`src/common/mips_isa_pkg.sv`:
```
package mips_isa_pkg;

    // Primary opcodes of the I-type memory instructions
    localparam logic [5:0] opc_lb  = 6'h20;
    localparam logic [5:0] opc_lh  = 6'h21;
    localparam logic [5:0] opc_lwl = 6'h22;
    localparam logic [5:0] opc_lw  = 6'h23;
    localparam logic [5:0] opc_lbu = 6'h24;
    localparam logic [5:0] opc_lhu = 6'h25;
    localparam logic [5:0] opc_lwr = 6'h26;
    localparam logic [5:0] opc_sb  = 6'h28;
    localparam logic [5:0] opc_sh  = 6'h29;
    localparam logic [5:0] opc_sw  = 6'h2b;
    localparam logic [5:0] opc_lui = 6'h0f;

    typedef logic [4:0] reg_idx_t;

    // Memory operation after decode
    typedef enum logic [3:0] {
        op_lb,
        op_lbu,
        op_lh,
        op_lhu,
        op_lw,
        op_lwl,
        op_lwr,
        op_lui,
        op_sb,
        op_sh,
        op_sw,
        op_bad      // Anything the unit does not handle
    } mem_op_e;

    // I-type layout, opcode in the top bits
    typedef struct packed {
        logic [5:0] opcode;
        reg_idx_t   rs;
        reg_idx_t   rt;
        logic [15:0] imm;
    } itype_t;

endpackage

```
`src/common/mem_bus_pkg.sv`:
```
package mem_bus_pkg;

    localparam int data_w  = 32;
    localparam int lanes   = data_w / 8;

    typedef logic [data_w-1:0] word_t;
    typedef logic [lanes-1:0]  byte_en_t;
    typedef logic [1:0]        lane_t;      // Byte offset inside a word

    // Same word seen per byte lane or per halfword
    typedef union packed {
        logic [lanes-1:0][7:0]     bytes;
        logic [lanes/2-1:0][15:0]  halves;
    } data_word_u;

endpackage

```
`src/common/lane_plan_if.sv`:
```
interface lane_plan_if;

    mips_isa_pkg::mem_op_e  op;
    mem_bus_pkg::word_t     word_address;   // Low two bits cleared
    mem_bus_pkg::lane_t     lane;
    mem_bus_pkg::byte_en_t  byte_en;
    mips_isa_pkg::reg_idx_t rt;
    logic [15:0]            imm;
    logic                   fault;
    mem_bus_pkg::lane_t     ea_lane;        // Unregistered lane for the store aligner

    modport addr_side (output op, word_address, lane, byte_en, rt, imm, fault, ea_lane);
    modport seq_side (input op, word_address, lane, byte_en, rt, imm, fault);

endinterface

```
`src/load_store/lsu_addr_unit.sv`:
```
module lsu_addr_unit (
    input  logic                 clk,
    input  logic                 rst_n,
    input  logic                 capture,
    input  mips_isa_pkg::itype_t instr,
    input  mem_bus_pkg::word_t   base,
    lane_plan_if.addr_side       plan
);

    mips_isa_pkg::mem_op_e op;
    mem_bus_pkg::word_t    offset;
    mem_bus_pkg::word_t    eff_addr;
    mem_bus_pkg::lane_t    lane;
    mem_bus_pkg::byte_en_t byte_en;
    logic                  fault;

    always_comb begin
        case (instr.opcode)
            mips_isa_pkg::opc_lb:  op = mips_isa_pkg::op_lb;
            mips_isa_pkg::opc_lbu: op = mips_isa_pkg::op_lbu;
            mips_isa_pkg::opc_lh:  op = mips_isa_pkg::op_lh;
            mips_isa_pkg::opc_lhu: op = mips_isa_pkg::op_lhu;
            mips_isa_pkg::opc_lw:  op = mips_isa_pkg::op_lw;
            mips_isa_pkg::opc_lwl: op = mips_isa_pkg::op_lwl;
            mips_isa_pkg::opc_lwr: op = mips_isa_pkg::op_lwr;
            mips_isa_pkg::opc_lui: op = mips_isa_pkg::op_lui;
            mips_isa_pkg::opc_sb:  op = mips_isa_pkg::op_sb;
            mips_isa_pkg::opc_sh:  op = mips_isa_pkg::op_sh;
            mips_isa_pkg::opc_sw:  op = mips_isa_pkg::op_sw;
            default:               op = mips_isa_pkg::op_bad;
        endcase
    end

    assign offset       = {{16{instr.imm[15]}}, instr.imm};
    assign eff_addr     = base + offset;
    assign lane         = eff_addr[1:0];
    assign plan.ea_lane = lane;

    // Lane plan and alignment check
    always_comb begin
        byte_en = '0;
        fault   = 1'b0;
        case (op)
            mips_isa_pkg::op_lb, mips_isa_pkg::op_lbu, mips_isa_pkg::op_sb: begin
                byte_en = 4'b0001 << lane;
            end
            mips_isa_pkg::op_lh, mips_isa_pkg::op_lhu, mips_isa_pkg::op_sh: begin
                byte_en = lane[1] ? 4'b1100 : 4'b0011;
                fault   = lane[0];                  // Odd address
            end
            mips_isa_pkg::op_lw, mips_isa_pkg::op_sw: begin
                byte_en = 4'b1111;
                fault   = (lane != 2'd0);
            end
            mips_isa_pkg::op_lwl: byte_en = 4'b1111 >> ~lane;  // Lanes 0 to k
            mips_isa_pkg::op_lwr: byte_en = 4'b1111 << lane;   // Lanes k to 3
            mips_isa_pkg::op_lui: byte_en = '0;                // No bus access
            default:              fault   = 1'b1;
        endcase
    end

    always_ff @(posedge clk) begin
        if (!rst_n) begin
            plan.op    <= mips_isa_pkg::op_bad;
            plan.fault <= 1'b0;
        end else if (capture) begin
            plan.op    <= op;
            plan.fault <= fault;
        end
    end

    always_ff @(posedge clk) begin
        if (capture) begin
            plan.word_address <= {eff_addr[31:2], 2'b00};
            plan.lane         <= lane;
            plan.byte_en      <= byte_en;
            plan.rt           <= instr.rt;
            plan.imm          <= instr.imm;
        end
    end

    // Any accepted memory access that survives the checks must touch a lane
    a_plan_has_lanes: assert property (@(posedge clk) disable iff (!rst_n)
        capture |=> plan.fault || plan.op == mips_isa_pkg::op_lui || plan.byte_en != '0);

endmodule

```
`src/load_store/lsu_store_align.sv`:
```
module lsu_store_align (
    input  logic                     clk,
    input  logic                     rst_n,
    input  logic                     capture,
    input  mips_isa_pkg::itype_t     instr,
    input  mem_bus_pkg::word_t       rt_data,
    input  mem_bus_pkg::lane_t       lane,
    output mem_bus_pkg::data_word_u  st_data,
    output mem_bus_pkg::word_t       rt_old
);

    mem_bus_pkg::data_word_u placed;

    always_comb begin
        placed = '0;
        case (instr.opcode)
            mips_isa_pkg::opc_sb: placed.bytes[lane]      = rt_data[7:0];
            mips_isa_pkg::opc_sh: placed.halves[lane[1]]  = rt_data[15:0];
            default:              placed                  = rt_data;  // sw as is
        endcase
    end

    always_ff @(posedge clk) begin
        if (!rst_n) begin
            st_data <= '0;
            rt_old  <= '0;
        end else if (capture) begin
            st_data <= placed;
            rt_old  <= rt_data;     // Kept for lwl/lwr merge
        end
    end

endmodule

```
`src/load_store/lsu_load_extract.sv`:
```
module lsu_load_extract (
    input  mips_isa_pkg::mem_op_e    op,
    input  mem_bus_pkg::lane_t       lane,
    input  logic [15:0]              imm,
    input  mem_bus_pkg::data_word_u  rd_data,
    input  mem_bus_pkg::word_t       rt_old,
    output mem_bus_pkg::word_t       result
);

    logic [7:0]         sel_byte;
    logic [15:0]        sel_half;
    logic [4:0]         left_amt;
    logic [4:0]         right_amt;
    mem_bus_pkg::word_t rd_word;

    assign sel_byte  = rd_data.bytes[lane];
    assign sel_half  = rd_data.halves[lane[1]];
    assign rd_word   = rd_data;
    assign left_amt  = {~lane, 3'b000};    // 8 * (3 - k)
    assign right_amt = {lane, 3'b000};     // 8 * k

    always_comb begin
        case (op)
            mips_isa_pkg::op_lb: begin
                result = {{24{sel_byte[7]}}, sel_byte};
            end
            mips_isa_pkg::op_lbu: begin
                result = {24'h000000, sel_byte};
            end
            mips_isa_pkg::op_lh: begin
                result = {{16{sel_half[15]}}, sel_half};
            end
            mips_isa_pkg::op_lhu: begin
                result = {16'h0000, sel_half};
            end
            mips_isa_pkg::op_lw: begin
                result = rd_word;
            end
            mips_isa_pkg::op_lwl: begin
                // Low 3-k bytes come from old rt
                result = (rd_word << left_amt) | (rt_old & ~(32'hffff_ffff << left_amt));
            end
            mips_isa_pkg::op_lwr: begin
                // Top k bytes come from old rt
                result = (rd_word >> right_amt) | (rt_old & ~(32'hffff_ffff >> right_amt));
            end
            mips_isa_pkg::op_lui: begin
                result = {imm, 16'h0000};
            end
            default: begin
                result = '0;
            end
        endcase
    end

endmodule

```
`src/load_store/lsu_sequencer.sv`:
```
module lsu_sequencer (
    input  logic                    clk,
    input  logic                    rst_n,
    input  logic                    req_valid,
    output logic                    req_ready,
    output logic                    capture,
    lane_plan_if.seq_side           plan,
    input  mem_bus_pkg::data_word_u st_data,
    input  mem_bus_pkg::word_t      rt_old,
    output mem_bus_pkg::word_t      mem_address,
    output mem_bus_pkg::byte_en_t   mem_byteenable,
    output mem_bus_pkg::word_t      mem_writedata,
    output logic                    mem_write,
    output logic                    mem_read,
    input  mem_bus_pkg::word_t      mem_readdata,
    input  logic                    mem_waitrequest,
    output logic                    resp_valid,
    input  logic                    resp_ready,
    output logic                    resp_reg_write,
    output mips_isa_pkg::reg_idx_t  resp_reg,
    output mem_bus_pkg::word_t      resp_data,
    output logic                    resp_fault
);

    typedef enum logic [1:0] {st_idle, st_bus, st_resp} state_e;

    state_e                  state;
    logic                    is_load;
    logic                    is_store;
    logic                    skip_bus;
    logic                    bus_done;
    mem_bus_pkg::data_word_u rd_u;
    mem_bus_pkg::word_t      ext_result;
    mem_bus_pkg::word_t      result_q;

    assign is_load  = plan.op inside {mips_isa_pkg::op_lb, mips_isa_pkg::op_lbu,
                                      mips_isa_pkg::op_lh, mips_isa_pkg::op_lhu,
                                      mips_isa_pkg::op_lw, mips_isa_pkg::op_lwl,
                                      mips_isa_pkg::op_lwr};
    assign is_store = plan.op inside {mips_isa_pkg::op_sb, mips_isa_pkg::op_sh,
                                      mips_isa_pkg::op_sw};
    assign skip_bus = plan.fault || !(is_load || is_store);  // lui or fault

    assign req_ready = (state == st_idle);
    assign capture   = req_valid && req_ready;

    // Bus fields come straight from the captured plan, stable until next capture
    assign mem_address    = plan.word_address;
    assign mem_byteenable = plan.byte_en;
    assign mem_writedata  = st_data;
    assign mem_read       = (state == st_bus) && !skip_bus && is_load;
    assign mem_write      = (state == st_bus) && !skip_bus && is_store;
    assign bus_done       = (mem_read || mem_write) && !mem_waitrequest;

    assign rd_u = mem_readdata;

    lsu_load_extract u_extract (
        .op      (plan.op),
        .lane    (plan.lane),
        .imm     (plan.imm),
        .rd_data (rd_u),
        .rt_old  (rt_old),
        .result  (ext_result)
    );

    always_ff @(posedge clk) begin
        if (!rst_n) begin
            state <= st_idle;
        end else begin
            case (state)
                st_idle: begin
                    if (capture) state <= st_bus;
                end
                st_bus: begin
                    if (skip_bus) begin
                        if (resp_ready) state <= st_idle;   // Answered in place
                    end else if (bus_done) begin
                        state <= st_resp;
                    end
                end
                st_resp: begin
                    if (resp_ready) state <= st_idle;
                end
                default: state <= st_idle;
            endcase
        end
    end

    // Read data is only valid on the completing edge
    always_ff @(posedge clk) begin
        if (bus_done) begin
            result_q <= is_load ? ext_result : '0;
        end
    end

    assign resp_valid     = (state == st_resp) || (state == st_bus && skip_bus);
    assign resp_data      = (state == st_resp) ? result_q : (plan.fault ? '0 : ext_result);
    assign resp_reg_write = resp_valid && !plan.fault
                            && (is_load || plan.op == mips_isa_pkg::op_lui);
    assign resp_reg       = plan.rt;
    assign resp_fault     = resp_valid && plan.fault;

    a_rw_exclusive: assert property (@(posedge clk) disable iff (!rst_n)
        !(mem_read && mem_write));

    // Avalon hold rule under waitrequest
    a_bus_hold: assert property (@(posedge clk) disable iff (!rst_n)
        (mem_read || mem_write) && mem_waitrequest |=>
            $stable(mem_address) && $stable(mem_byteenable) && $stable(mem_writedata)
            && $stable(mem_read) && $stable(mem_write));

    a_one_in_flight: assert property (@(posedge clk) disable iff (!rst_n)
        !(req_ready && resp_valid));

endmodule

```
`src/source/load_store_unit.sv`:
```
module load_store_unit (
    input  logic                   clk,
    input  logic                   rst_n,
    input  logic                   req_valid,
    output logic                   req_ready,
    input  mem_bus_pkg::word_t     req_instr,
    input  mem_bus_pkg::word_t     req_base,
    input  mem_bus_pkg::word_t     req_rt_data,
    output mem_bus_pkg::word_t     mem_address,
    output mem_bus_pkg::byte_en_t  mem_byteenable,
    output mem_bus_pkg::word_t     mem_writedata,
    output logic                   mem_write,
    output logic                   mem_read,
    input  mem_bus_pkg::word_t     mem_readdata,
    input  logic                   mem_waitrequest,
    output logic                   resp_valid,
    input  logic                   resp_ready,
    output logic                   resp_reg_write,
    output mips_isa_pkg::reg_idx_t resp_reg,
    output mem_bus_pkg::word_t     resp_data,
    output logic                   resp_fault
);

    logic                    capture;
    mem_bus_pkg::data_word_u st_data;
    mem_bus_pkg::word_t      rt_old;

    lane_plan_if plan ();

    lsu_addr_unit u_addr (
        .clk     (clk),
        .rst_n   (rst_n),
        .capture (capture),
        .instr   (req_instr),
        .base    (req_base),
        .plan    (plan.addr_side)
    );

    lsu_store_align u_store (
        .clk     (clk),
        .rst_n   (rst_n),
        .capture (capture),
        .instr   (req_instr),
        .rt_data (req_rt_data),
        .lane    (plan.ea_lane),
        .st_data (st_data),
        .rt_old  (rt_old)
    );

    lsu_sequencer u_seq (
        .clk             (clk),
        .rst_n           (rst_n),
        .req_valid       (req_valid),
        .req_ready       (req_ready),
        .capture         (capture),
        .plan            (plan.seq_side),
        .st_data         (st_data),
        .rt_old          (rt_old),
        .mem_address     (mem_address),
        .mem_byteenable  (mem_byteenable),
        .mem_writedata   (mem_writedata),
        .mem_write       (mem_write),
        .mem_read        (mem_read),
        .mem_readdata    (mem_readdata),
        .mem_waitrequest (mem_waitrequest),
        .resp_valid      (resp_valid),
        .resp_ready      (resp_ready),
        .resp_reg_write  (resp_reg_write),
        .resp_reg        (resp_reg),
        .resp_data       (resp_data),
        .resp_fault      (resp_fault)
    );

endmodule

```
`config.mk`:
```
export PLATFORM = sky130hd
export DESIGN_NAME = load_store_unit
export DESIGN_NICKNAME = d
export VERILOG_FILES = /design/src/common/mips_isa_pkg.sv /design/src/common/mem_bus_pkg.sv /design/src/common/lane_plan_if.sv /design/src/load_store/lsu_addr_unit.sv /design/src/load_store/lsu_store_align.sv /design/src/load_store/lsu_load_extract.sv /design/src/load_store/lsu_sequencer.sv /design/src/source/load_store_unit.sv
export SDC_FILE = /design/constraint.sdc
export NUM_CORES = 1
export LEC_CHECK = 0
export BUFFER_PORTS_ARGS = -buffer_cell sky130_fd_sc_hd__buf_4
export CAP_MARGIN = 15
export CORE_UTILIZATION = 45
export CTS_CLUSTER_SIZE = 12
export DETAILED_ROUTE_END_ITERATION = 6
export HOLD_SLACK_MARGIN = 0.05
export PLACE_DENSITY_LB_ADDON = 0.2
export SYNTH_ARGS = -nofsm -noshare
export SYNTH_HDL_FRONTEND = slang
export SYNTH_SLANG_ARGS = --single-unit
```
`constraint.sdc`:
```
create_clock -name clk -period 6.4 [get_ports clk]
set_clock_uncertainty 0.1 [all_clocks]
set_input_delay 0.64 -clock clk [delete_from_list [all_inputs] [get_ports clk]]
set_output_delay 0.64 -clock clk [all_outputs]
set_load 0.01 [all_outputs]
```
# Word level (Yosys, flattened, before mapping)
# Cells that the tools add are included.
[word_totals]
regBits = 160
latch_bits = 0
ram_bits = 0
rom_bits = 0
input_bits = 133
out_inout_bits = 111
wordCells = 122
mem_count = 0
[op_classes]
add_sub_neg = 1
multipliers = 0
div_mod_pow = 0
order_cmp = 6
eq_ne = 35
shift = 7
muxes = 21
bitwise_logic = 10
reduce_logical = 31
[ops]
columns = ["operator", "n"]
rows = [
  ["case mux 32 bit (8 select lines)", 1],
  ["bitwise AND 32 bit", 4],
  ["2-to-1 mux 32 bit", 2],
  ["NOT 32 bit", 2],
  ["OR 32 bit", 2],
  ["case mux 32 bit (2 select lines)", 1],
  ["== test 6 bit (second input constant)", 10],
  ["2-to-1 mux 16 bit", 3],
  ["case mux 4 bit (11 select lines)", 1],
  ["adder 32 bit", 1],
  ["== test 4 x 3 -> 1 bit (second input constant)", 8],
  ["<< shifter 32 x 5 -> 32 bit", 1],
  ["<< shifter 32 x 5 -> 32 bit (first input constant)", 1],
  ["right shift 32 x 5 -> 32 bit", 1],
  ["right shift 32 x 5 -> 32 bit (first input constant)", 1],
  ["== test 4 bit (second input constant)", 6],
  ["case mux 4 bit (5 select lines)", 1],
  ["binary-select mux 8 bit (select 2 bit)", 1],
  ["demux 16 bit (select 1 bit)", 1],
  ["demux 8 bit (select 2 bit)", 1],
  ["== test 4 x 2 -> 1 bit (second input constant)", 4],
  ["2-to-1 mux 8 bit", 2],
  ["logical AND 1 bit", 11],
  ["== test 4 x 1 -> 1 bit (second input constant)", 2],
  ["28 further kinds", 43],
]

# Longest topological paths before layout
# Gate-level depths: netlist of the first run.
[depth]
ltp_word = 13
mapped_depth = 10
depth_no_buf = 9

# By module
# From an unflattened synthesis of the first run, not the netlist that was laid out.
[unflattened]
cells_unflattened = 1129
hier_area_um2 = 10935.5
[modules_own_cells]
columns = ["module", "n_inst", "cells_each", "area_each_um2", "seq_area_each_um2"]
rows = [
  ["lsu_addr_unit", 1, 380, 3978.8, 1811.7],
  ["lsu_store_align", 1, 259, 2623.8, 1281.2],
  ["lsu_sequencer", 1, 279, 2506.2, 1001.0],
  ["lsu_load_extract", 1, 211, 1826.8, 0.0],
]

# Worst setup path before layout of the first run
# No wires, ideal clock.
[synth_path]
path_kind = "flip-flop to flip-flop"
startpoint = "register u_addr.plan.op[0]"
endpoint = "register u_seq.result_q[0] (enable)"
setup_ns = 0.508
t_arrival_ns = 4.185
t_required_ns = 5.792
setup_slack_ns = 1.607
path_stages_with_launch = 5
n_path_buf = 1
period_less_slack_ns = 4.793
cell_sequence = "dfxtp_1 > and2_1 > clkbuf_1 > maj3_1 > nor4_1"
[synth_via]
elab_chain_len = 10
elab_cells_between_ends = 21
cone_classes = "eq/ne: 9; reduce/logical: 12"
[synth_lines]
columns = ["item", "line", "rtl"]
rows = [
  ["start: declaration", "lane_plan_if.sv:12", "modport addr_side (output op, word_address, lane, byte_en, rt, imm, fault, ea_lane);"],
  ["== test 4 x 1 -> 1 bit (tied with other cells)", "lsu_sequencer.sv:36", "assign is_load = plan.op inside {mips_isa_pkg::op_lb, mips_isa_pkg::op_lbu,"],
  ["nonzero test 7 bit or nonzero test 3 bit (tied branches)", "lsu_sequencer.sv:36, lsu_sequencer.sv:40", ""],
  ["logical OR 1 bit", "lsu_sequencer.sv:42", "assign skip_bus = plan.fault || !(is_load || is_store);"],
  ["zero test 1 bit", "lsu_sequencer.sv:42", ""],
  ["logical OR 1 bit", "lsu_sequencer.sv:42", ""],
  ["zero test 1 bit", "lsu_sequencer.sv:51, lsu_sequencer.sv:52", ""],
  ["logical AND 1 bit", "lsu_sequencer.sv:51, lsu_sequencer.sv:52", ""],
  ["logical AND 1 bit, on equally long branches", "lsu_sequencer.sv:51, lsu_sequencer.sv:52", ""],
  ["logical OR 1 bit (*)", "lsu_sequencer.sv:53", "assign bus_done = (mem_read || mem_write) && !mem_waitrequest;"],
  ["logical AND 1 bit (*)", "lsu_sequencer.sv:53", ""],
  ["via u_seq.bus_done", "lsu_sequencer.sv:31", "logic bus_done;"],
  ["end signal: assignment", "lsu_sequencer.sv:92", "result_q <= is_load ? ext_result : '0;"],
  ["end: declaration", "lsu_sequencer.sv:34", "mem_bus_pkg::word_t result_q;"],
]
# The timed path passes the listed nets; every way through them passes the cells marked *.
# A chain may end at the register's enable or synchronous reset.

# Final worst setup path of the first run
[layout_path]
startpoint = "register u_addr.plan.op[3]"
endpoint = "output resp_data[2]"
[layout_via]
elab_chain_len = 4
elab_cells_between_ends = 11
cone_classes = "eq/ne: 7; mux: 3; reduce/logical: 1"
[layout_lines]
columns = ["item", "line", "rtl"]
rows = [
  ["== test 4 x 3 -> 1 bit (tied with other cells)", "lsu_load_extract.sv:23", "case (op)"],
  ["case mux 32 bit (8 select lines) (*)", "lsu_load_extract.sv:23", ""],
  ["2-to-1 mux 32 bit (*) (2 in series)", "lsu_sequencer.sv:97", "assign resp_data = (state == st_resp) ? result_q : (plan.fault ? '0 : ext_result);"],
  ["end: declaration", "load_store_unit.sv:20", "output mem_bus_pkg::word_t resp_data,"],
]
# Mark *: on every way between the ends. The rest lies on a longest branch, timed or not.

==> results of run 1 <==
==> cells in the final DEF (no fill, tap or decap), drive strengths merged, types with 14 or more instances in the layout <==
master / netlist / routed
mux4: 14 / 14
a221oi: 17 / 17
a21o: 16 / 16
nand2: 172 / 172
a21boi: 48 / 48
buf: 28 / 245
nand4: 20 / 20
a211oi: 18 / 18
edfxtp: 89 / 89
nor3: 21 / 21
ha: 31 / 31
nand3: 14 / 14
mux2i: 33 / 33
nor2: 85 / 85
clkbuf: 49 / 18
a21oi: 54 / 54
a22o: 17 / 17
inv: 15 / 21
dfxtp: 71 / 71
o21ai: 72 / 72
o22ai: 14 / 14
nand2b: 16 / 16
xnor2: 17 / 17
a22oi: 17 / 17
==> logic make-up after synthesis <==
| kind of cell | count (synthesis) | share of synthesized area (%) |
|---|---|---|
| compound gates | 344 | 23.92 |
| xor+xnor | 30 | 2.614 |
| fa+ha+maj | 33 | 4.157 |
| buf+inv | 92 | 3.896 |
| flops | 160 | 40.73 |
| mux | 50 | 6.759 |
| other cells | 1 | 0.03731 |
| simple gates | 386 | 17.89 |
==> registers in the layout, summed over array words and instances, names as in the netlist <==
signal                    flops
u_addr.plan.fault             1
u_store.st_data              32
u_addr.plan.byte_en           4
u_addr.plan.op                4
u_addr.plan.imm              16
u_addr.plan.rt                5
u_addr.plan.word_address     30
u_addr.plan.lane              2
u_seq.result_q               32
u_store.rt_old               32
u_seq.state                   2
==> layer usage <==
metal / part of all wire [%] / vias to the layer above
li1: - / 4471
met1: 44 / 4396
met5: 0 / -
met2: 46 / 393
met3: 7.9 / 33
met4: 1.9 / 0
==> how the worst max path moves through the flow <==
stage | from | to | slack [ns] | cells past startpoint
2_1_floorplan | u_addr.plan.op[0] | u_seq.result_q[0] | 1.61 | 4
3_3_place_gp | u_addr.plan.op[3] | resp_data[6] | 2.32 | 7
3_5_place_dp | u_addr.plan.op[3] | resp_data[2] | 2.31 | 7
4_1_cts | u_addr.plan.op[3] | resp_data[2] | 1.83 | 7
5_1_grt | u_addr.plan.op[3] | resp_data[6] | 1.55 | 7
6_report | u_addr.plan.op[3] | resp_data[2] | 1.81 | 7
==> per-stage QoR <==
stage / total power [mW] / util (%) / hold slack [ns]
after floorplan: 1.599 / - / 0.3400
after global placement: 1.845 / 54.49 / 0.3509
after detailed placement: 1.852 / 54.49 / 0.3592
after CTS: 2.839 / 57.12 / 0.2692
after global routing: 2.952 / 57.12 / 0.2617
final: 2.825 / 57.12 / 0.2841
==> cell type report <==
| class | instances | area, µm² | share of cell area [%] |
|---|---|---|---|
| tap | 280 | 350.3 | 2.802 |
| timing repair buffer | 245 | 1839 | 14.71 |
| inverter | 15 | 58.81 | 0.4703 |
| sequential | 160 | 4094 | 32.74 |
| clock buffer | 18 | 450.4 | 3.603 |
| multi-input combinational | 845 | 5587 | 44.68 |
| clock inverter | 14 | 123.9 | 0.9907 |
==> power by group through the flow <==
stage | clock (mW) | combinational, mW | sequential, mW
after floorplan | 0 | 0.361 | 1.24
after global placement | 0 | 0.616 | 1.23
after detailed placement | 0 | 0.622 | 1.23
after CTS | 1.01 | 0.625 | 1.21
after global routing | 1.05 | 0.686 | 1.22
final | 0.988 | 0.628 | 1.21
==> impl_metrics.json, run 1 <==
{
  "insertion_delay_ns": 0.43,
  "hold_violations": 0,
  "internal_power_mw": 1.982,
  "stdcell_area_um2": 12500,
  "cts_tree": "built",
  "drv_slew": 0,
  "run_status": "finished, final reports clean",
  "clk_pin_slew_ns": 0.07,
  "post-route-drc-count": 0,
  "layout-drive-gt1-share_pct": 24.21,
  "antenna_found_initial": 0,
  "p_switching_uw": 842.8,
  "vias": 9293,
  "yosys.area.top_type": "edfxtp_1",
  "min_path_cells": 1,
  "initialDrtViolationCount": 725,
  "ys.flop_type": "edfxtp_1",
  "crit_path_start_kind": "flop",
  "crit_family": "simple AND/OR/NAND/NOR gates",
  "dieArea_um2": 22940,
  "rows": 54,
  "critPathCaptureType": "output port",
  "grt_util_all_layers_pct": 27.29,
  "critical_path_class": "flop to output port",
  "slowest_delay_ns": 0.86,
  "crit_required_ns": 5.66,
  "tns_ns": 0,
  "p_leak_nw": 5.100,
  "port_buffers": 236,
  "r2r_setup_slack_ns": 2.93,
  "grt_pass1_wl_um": 47430,
  "async_reset_ff_share_pct": 0,
  "cpMostUsedCell": "nand2b_1",
  "viasPerCell": 5.893,
  "seqPwrFrac_pct": 42.8,
  "busiest_layer": "met2",
  "max-cap-violations": 0,
  "synth_edf_count": 89,
  "worstReg2RegStart": "u_addr.plan.op[3]",
  "n_antenna_cell": 0,
  "critPathBufInv": 1,
  "htreeDepth": 4,
  "combPwrFrac_pct": 22.2,
  "hp-start": "req_instr[20]",
  "ir_drop_mv": 0.1919,
  "area_delta_synth_final_pct": 24.38,
  "met1_usage_pct": 38.04,
  "grt_use_met2_pct": 42.28,
  "synthTopCellsByCount": "nand2_1 (172), edfxtp_1 (89), nor2_1 (84), dfxtp_1 (71), o21ai_0 (66)",
  "fin_ws_ns": 1.809,
  "ant_nets": 0,
  "place_congestion": 0.9517,
  "place_area_um2": 11930,
  "layout.cells.non_filler": 1577,
  "place_ws_ns": 2.307,
  "yosysWarnings": 0,
  "io_pins": 244,
  "fin_crit_sh_pct": 71.74,
  "drt-total-wl_um": 31100,
  "postCtsHoldBufs": 0,
  "dp_hpwl_um": 23030,
  "critPathArrivalTime_ns": 3.85,
  "cts_buffer_depth": 2,
  "ff2ff_path_depth": 7,
  "rr_endpoint": "u_seq.result_q[16]",
  "path_cells": "nand2b_1 > nand2b_1 > a21oi_2 > a222oi_1 > o21ai_0 > a22o_1 > buf_4",
  "dr.pass1.iters": 5,
  "nNetsFinal": 1449,
  "cp_slowest_cell": "nand2b_1",
  "grt_setup_unrepaired": "no",
  "use_met3_pct": 5.599,
  "numCtsBuffers": 17,
  "dp.cells": 1545,
  "grt_overflow": 0,
  "pwr-share-clk_pct": 35.0,
  "synth-seq-cells": 160,
  "fmax_ghz": 0.2178,
  "core_area_um2": 21890,
  "synth.area.top_cells": "edfxtp_1 (27%), dfxtp_1 (14%), nand2_1 (6.4%), ha_1 (3.9%), a21boi_0 (3.6%)",
  "fillers": 2027,
  "worstMarginPinSlew_ns": 1.047,
  "hold_class": "input port to flop",
  "powerDensity_nw_per_um2": 225.9,
  "setup_viol": 0,
  "syn_avg_cell_area_um2": 9.172,
  "syn_area_um2": 10050,
  "slew_headroom_pct": 29.79,
  "grt_start_max_net_pins": 91,
  "seq_area_frac_synth_pct": 40.73,
  "syn_inst": 1096,
  "cts-root-buf": "clkbuf_16",
  "synth.most_common_cell": "nand2_1",
  "initial_core_util_pct": 45.92,
  "cts.sinks": 160,
  "netSwitchingFraction_pct": 29.84,
  "cts_resized": 0,
  "grt_pass1_vias": 8741,
  "dieHeight_um": 151.5,
  "die_w_um": 151.5,
  "hold_end": "u_addr.plan.rt[4]",
  "post_drt_wl_per_cell_um": 19.72,
  "yosysUniqueCellTypes": 76,
  "post-cts-setup-buffers": 0,
  "crit_fanout": 24,
  "period_needed_ns": 4.591,
  "synth_top_area_share_pct": 26.59
}
No activity file was read; power rests on OpenSTA's default activity.
==> run 2: changes to the inputs <==
- clock period: 6.4 -> 3.8 ns (I/O delays scaled with it)
==> run 2 against run 1 <==
  * Core utilization increased by 1.6 points
  * Sequential cell count unchanged
  * Via count increased by 2.7%
  * Total power increased by 74%
  * Critical endpoint is now resp_data[15]
==> impl_metrics.json, run 2 (same netlist as run 1, synthesis figures left out) <==
{
  "run_status": "finished, final reports clean",
  "max-cap-violations": 0,
  "dieArea_um2": 22940,
  "cts_resized": 0,
  "crit_required_ns": 3.32,
  "netSwitchingFraction_pct": 29.37,
  "grt_pass1_wl_um": 48260,
  "core_area_um2": 21890,
  "p_leak_nw": 5.261,
  "post-route-drc-count": 0,
  "n_antenna_cell": 0,
  "htreeDepth": 4,
  "setup_viol": 0,
  "io_pins": 244,
  "path_cells": "buf_12 > mux2_1 > nand2_1 > o21ai_1 > nor4b_4 > buf_4 > or4_4 > a22o_1 > buf_4",
  "grt_overflow": 0,
  "final_cell_mix": "buf_4 (255), nand2_1 (171), edfxtp_1 (89)",
  "critPathCaptureType": "output port",
  "slowest_delay_ns": 0.57,
  "insertion_delay_ns": 0.43,
  "top_regs": "u_seq.result_q: 32 flops, u_store.rt_old: 32 flops, u_store.st_data: 32 flops",
  "powerDensity_nw_per_um2": 382.1,
  "place_area_um2": 12070,
  "crit_path_start_kind": "flop",
  "cts_buffer_depth": 2,
  "worstSetupStartpoint": "u_addr.plan.lane[1]",
  "crit_fanout": 32,
  "place_congestion": 0.9677,
  "drv_slew": 0,
  "initial_core_util_pct": 45.92,
  "die_w_um": 151.5,
  "cp_slowest_cell": "or4_4",
  "grt_setup_unrepaired": "no",
  "drt-total-wl_um": 31890,
  "fillers": 2002,
  "ir_drop_mv": 0.3086,
  "grt_start_max_net_pins": 76,
  "hold_violations": 0,
  "dieHeight_um": 151.5,
  "nNetsFinal": 1479,
  "rows": 54,
  "fin_crit_sh_pct": 91.47,
  "postCtsHoldBufs": 16,
  "vias": 9543,
  "hold_class": "input port to flop",
  "worstReg2RegStart": "u_addr.plan.lane[0]",
  "period_needed_ns": 3.476,
  "fmax_ghz": 0.2877,
  "place_ws_ns": 0.7033,
  "fin_ws_ns": 0.3240,
  "viasPerCell": 5.938,
  "cpMostUsedCell": "buf_4",
  "cts_tree": "built",
  "grt_util_all_layers_pct": 27.51,
  "initialDrtViolationCount": 854,
  "critical_path_class": "flop to output port",
  "ant_nets": 0,
  "area_delta_synth_final_pct": 27.82,
  "pwr-share-clk_pct": 36.4,
  "dp_hpwl_um": 23280,
  "clk_pin_slew_ns": 0.07,
  "seqPwrFrac_pct": 41.5,
  "antenna_found_initial": 0,
  "internal_power_mw": 3.467,
  "post_drt_wl_per_cell_um": 19.85,
  "numCtsBuffers": 17,
  "worstMarginPinSlew_ns": 0.9689,
  "p_total_mw": 4.909,
  "cts.sinks": 160,
  "combPwrFrac_pct": 22.1,
  "port_buffers": 236,
  "cts-root-buf": "clkbuf_16",
  "tns_ns": 0,
  "stdcell_area_um2": 12850,
  "hp-start": "req_instr[1]",
  "final_common_cell": "buf_4",
  "critPathArrivalTime_ns": 3.00,
  "layout-drive-gt1-share_pct": 24.57,
  "post-cts-setup-buffers": 0,
  "dr.pass1.iters": 6,
  "grt_pass1_vias": 8864,
  "p_switching_mw": 1.442,
  "slew_headroom_pct": 35.16
}
run 2: per-layer routing:
metal | part of all wire [%] | vias to the layer above | track usage, %
met4 | 2.3 | 0 | 9.300
met1 | 44 | 4537 | 38.86
li1 | - | 4546 | -
met3 | 7.7 | 52 | 5.210
met2 | 46 | 408 | 41.99
met5 | 0 | - | 0
run 2: final timing paths:
path / endpoint / slack (ns) / depth (start not counted)
max: resp_data[15] / 0.32 / 9
min: u_addr.plan.imm[1] / 0.06 / 1
max reg2reg: u_seq.result_q[26] / 1.20 / 6
min reg2reg: u_store.st_data[0] / 0.37 / 2
run 2: power groups by stage:
stage	sequential [mW]	clock (mW)	combinational [mW]
after global routing	2.05	1.88	1.18
after floorplan	2.09	0	0.608
after detailed placement	2.07	0	1.06
after CTS	2.04	1.81	1.08
after global placement	2.07	0	1.05
final	2.04	1.78	1.09
run 2: layout make-up:
| cell class | count | area [µm²] | share of cell area [%] |
|---|---|---|---|
| inverters | 15 | 58.81 | 0.4577 |
| repair buffers | 275 | 2145 | 16.69 |
| clock buffers | 19 | 475.5 | 3.700 |
| flip-flops and latches | 160 | 4094 | 31.86 |
| well taps | 280 | 350.3 | 2.727 |
| clock inverters | 13 | 135.1 | 1.052 |
| multi-input cells | 845 | 5590 | 43.51 |
run 2: metrics by stage:
step / instances / utilization [%] / hold slack, ns
after global placement: 1558 / 55.13 / 0.3515
after CTS: 1606 / 58.65 / 0.05095
final: 1607 / 58.69 / 0.06473
after global routing: 1607 / 58.69 / 0.05246
after floorplan: 1097 / - / 0.3400
after detailed placement: 1558 / 55.13 / 0.3604
run 2: critical path, delay by kind of cell, from the launching register on:
| kind | cells | cell delay, ns |
|---|---|---|
| and+or+nand+nor | 3 | 0.79 |
| buffers and inverters | 3 | 0.58 |
| muxes | 1 | 0.37 |
| AOI/OAI and AO/OA | 2 | 0.28 |
| DFF | 1 | 0.54 |
==> run 3: changes to the inputs <==
--- a/constraint.sdc
+++ b/constraint.sdc
@@ -4,2 +4,2 @@
 set_output_delay 0.38 -clock clk [all_outputs]
-set_load 0.01 [all_outputs]
+set_load 0.05 [all_outputs]
==> run 3 against run 2 <==
  * Wire length down 1.3%
  * Fmax down 3.2%
  * Core utilization down 0.35 points
  * Sequential share of layout area up 0.19 points
  * Count of clock-buffer cells in the layout up 1
  * Register-to-register slack worse by 0.05 ns
  * Critical path depth down 3
  * Combinational power up 22%
  * First-iteration DRC count up 0.82%
  * Global-route usage down 0.17 points
  * Critical path type unchanged
==> impl_metrics.json, run 3 (same netlist as run 1, synthesis figures left out) <==
{
  "cp_slowest_cell": "edfxtp_1",
  "powerDensity_nw_per_um2": 391.5,
  "grt_pass1_wl_um": 47670,
  "post_drt_wl_per_cell_um": 19.60,
  "area_delta_synth_final_pct": 27.05,
  "final_common_cell": "buf_4",
  "cts_buffer_depth": 2,
  "max-cap-violations": 0,
  "cts_tree": "built",
  "vias": 9423,
  "critPathCaptureType": "output port",
  "grt_setup_unrepaired": "no",
  "initialDrtViolationCount": 861,
  "ir_drop_mv": 0.3350,
  "tns_ns": 0,
  "crit_fanout": 48,
  "hold_class": "input port to flop",
  "post-route-drc-count": 0,
  "clk_pin_slew_ns": 0.06,
  "nNetsFinal": 1478,
  "antenna_found_initial": 0,
  "run_status": "finished, final reports clean",
  "numCtsBuffers": 17,
  "dr.pass1.iters": 5,
  "crit_family": "compound AO/OA/AOI/OAI gates",
  "hold_violations": 0,
  "cts.sinks": 160,
  "path_cells": "buf_6 > mux4_2 > a222oi_1 > o21ai_0 > a22o_1 > buf_4",
  "fin_crit_sh_pct": 94.52,
  "crit_path_start_kind": "flop",
  "grt_start_max_net_pins": 82,
  "dieHeight_um": 151.5,
  "port_buffers": 236,
  "die_w_um": 151.5,
  "io_pins": 244,
  "drv_slew": 0,
  "period_needed_ns": 3.592,
  "grt_overflow": 0,
  "dp_hpwl_um": 23070,
  "worstMarginPinSlew_ns": 0.9351,
  "grt_util_all_layers_pct": 27.34,
  "n_antenna_cell": 0,
  "top_regs": "u_seq.result_q: 32 flops, u_store.rt_old: 32 flops, u_store.st_data: 32 flops",
  "slew_headroom_pct": 37.59,
  "p_leak_nw": 5.229,
  "dieArea_um2": 22940,
  "insertion_delay_ns": 0.42,
  "setup_viol": 0,
  "htreeDepth": 4,
  "final_cell_mix": "buf_4 (254), nand2_1 (171), edfxtp_1 (89)",
  "place_congestion": 0.9366,
  "drt-total-wl_um": 31470,
  "ant_nets": 0,
  "critPathBufInv": 2,
  "initial_core_util_pct": 45.92,
  "rows": 54,
  "slowest_delay_ns": 0.59,
  "viasPerCell": 5.867,
  "post-cts-setup-buffers": 0,
  "crit_required_ns": 3.32,
  "layout-drive-gt1-share_pct": 24.36,
  "fmax_ghz": 0.2784,
  "core_area_um2": 21890,
  "cts-root-buf": "clkbuf_16",
  "critPathArrivalTime_ns": 3.11,
  "grt_pass1_vias": 8705,
  "critical_path_class": "flop to output port",
  "p_total_mw": 5.000
}
## run 3: cell type report
type                    instances  area (µm²)
clock buffers                  20       478.0
clock inverters                12       76.32
fillers                      2006        9120
inverters                      15       58.81
multi-input cells             845        5595
flip-flops and latches        160        4094
well taps                     280       350.3
repair buffers                274        2118
## run 3: what timing repair did
action | 4_1_cts | 5_1_grt
hold endpoints to repair | 13 | 5
setup endpoints to repair | 0 | 1
hold buffers | 13 | 5
gates resized for setup | 0 | 1
## run 3: through the flow
stage	util, %	worst slack (ns)	instance area [µm²]	hold slack, ns	cells
2_1_floorplan	-	0.1859	10070	0.3400	1097
3_3_place_gp	54.97	0.5891	12030	0.3507	1556
3_5_place_dp	54.97	0.5703	12030	0.3600	1556
4_1_cts	58.09	0.1112	12720	0.05312	1601
5_1_grt	58.34	0.06881	12770	0.05031	1606
6_report	58.34	0.2083	12770	0.06705	1606
## run 3: path summary, 6_finish.rpt
check                      start                 end  cells past startpoint  slack [ns]
max reg2reg  u_addr.plan.lane[1]  u_seq.result_q[26]                      6        1.15
max          u_addr.plan.lane[1]        resp_data[6]                      6        0.21
min                 req_instr[9]  u_addr.plan.imm[9]                      1        0.07
min reg2reg   u_store.st_data[7]  u_store.st_data[7]                      2        0.37
## run 3: where the power goes
group,switching (mW),internal [mW],total (mW)
clock,0.725,0.910,1.63
combinational,0.829,0.498,1.33
sequential,0.0720,1.97,2.04
## run 3: metal layers
| metal | global-route usage [%] | wire length [µm] | share of wire [%] |
|---|---|---|---|
| met1 | 38.54 | 13840 | 44 |
| met2 | 42.15 | 14220 | 45 |
| met3 | 5.120 | 2756 | 8.8 |
| met4 | 8.650 | 652 | 2.1 |
| met5 | 0 | 0 | 0 |
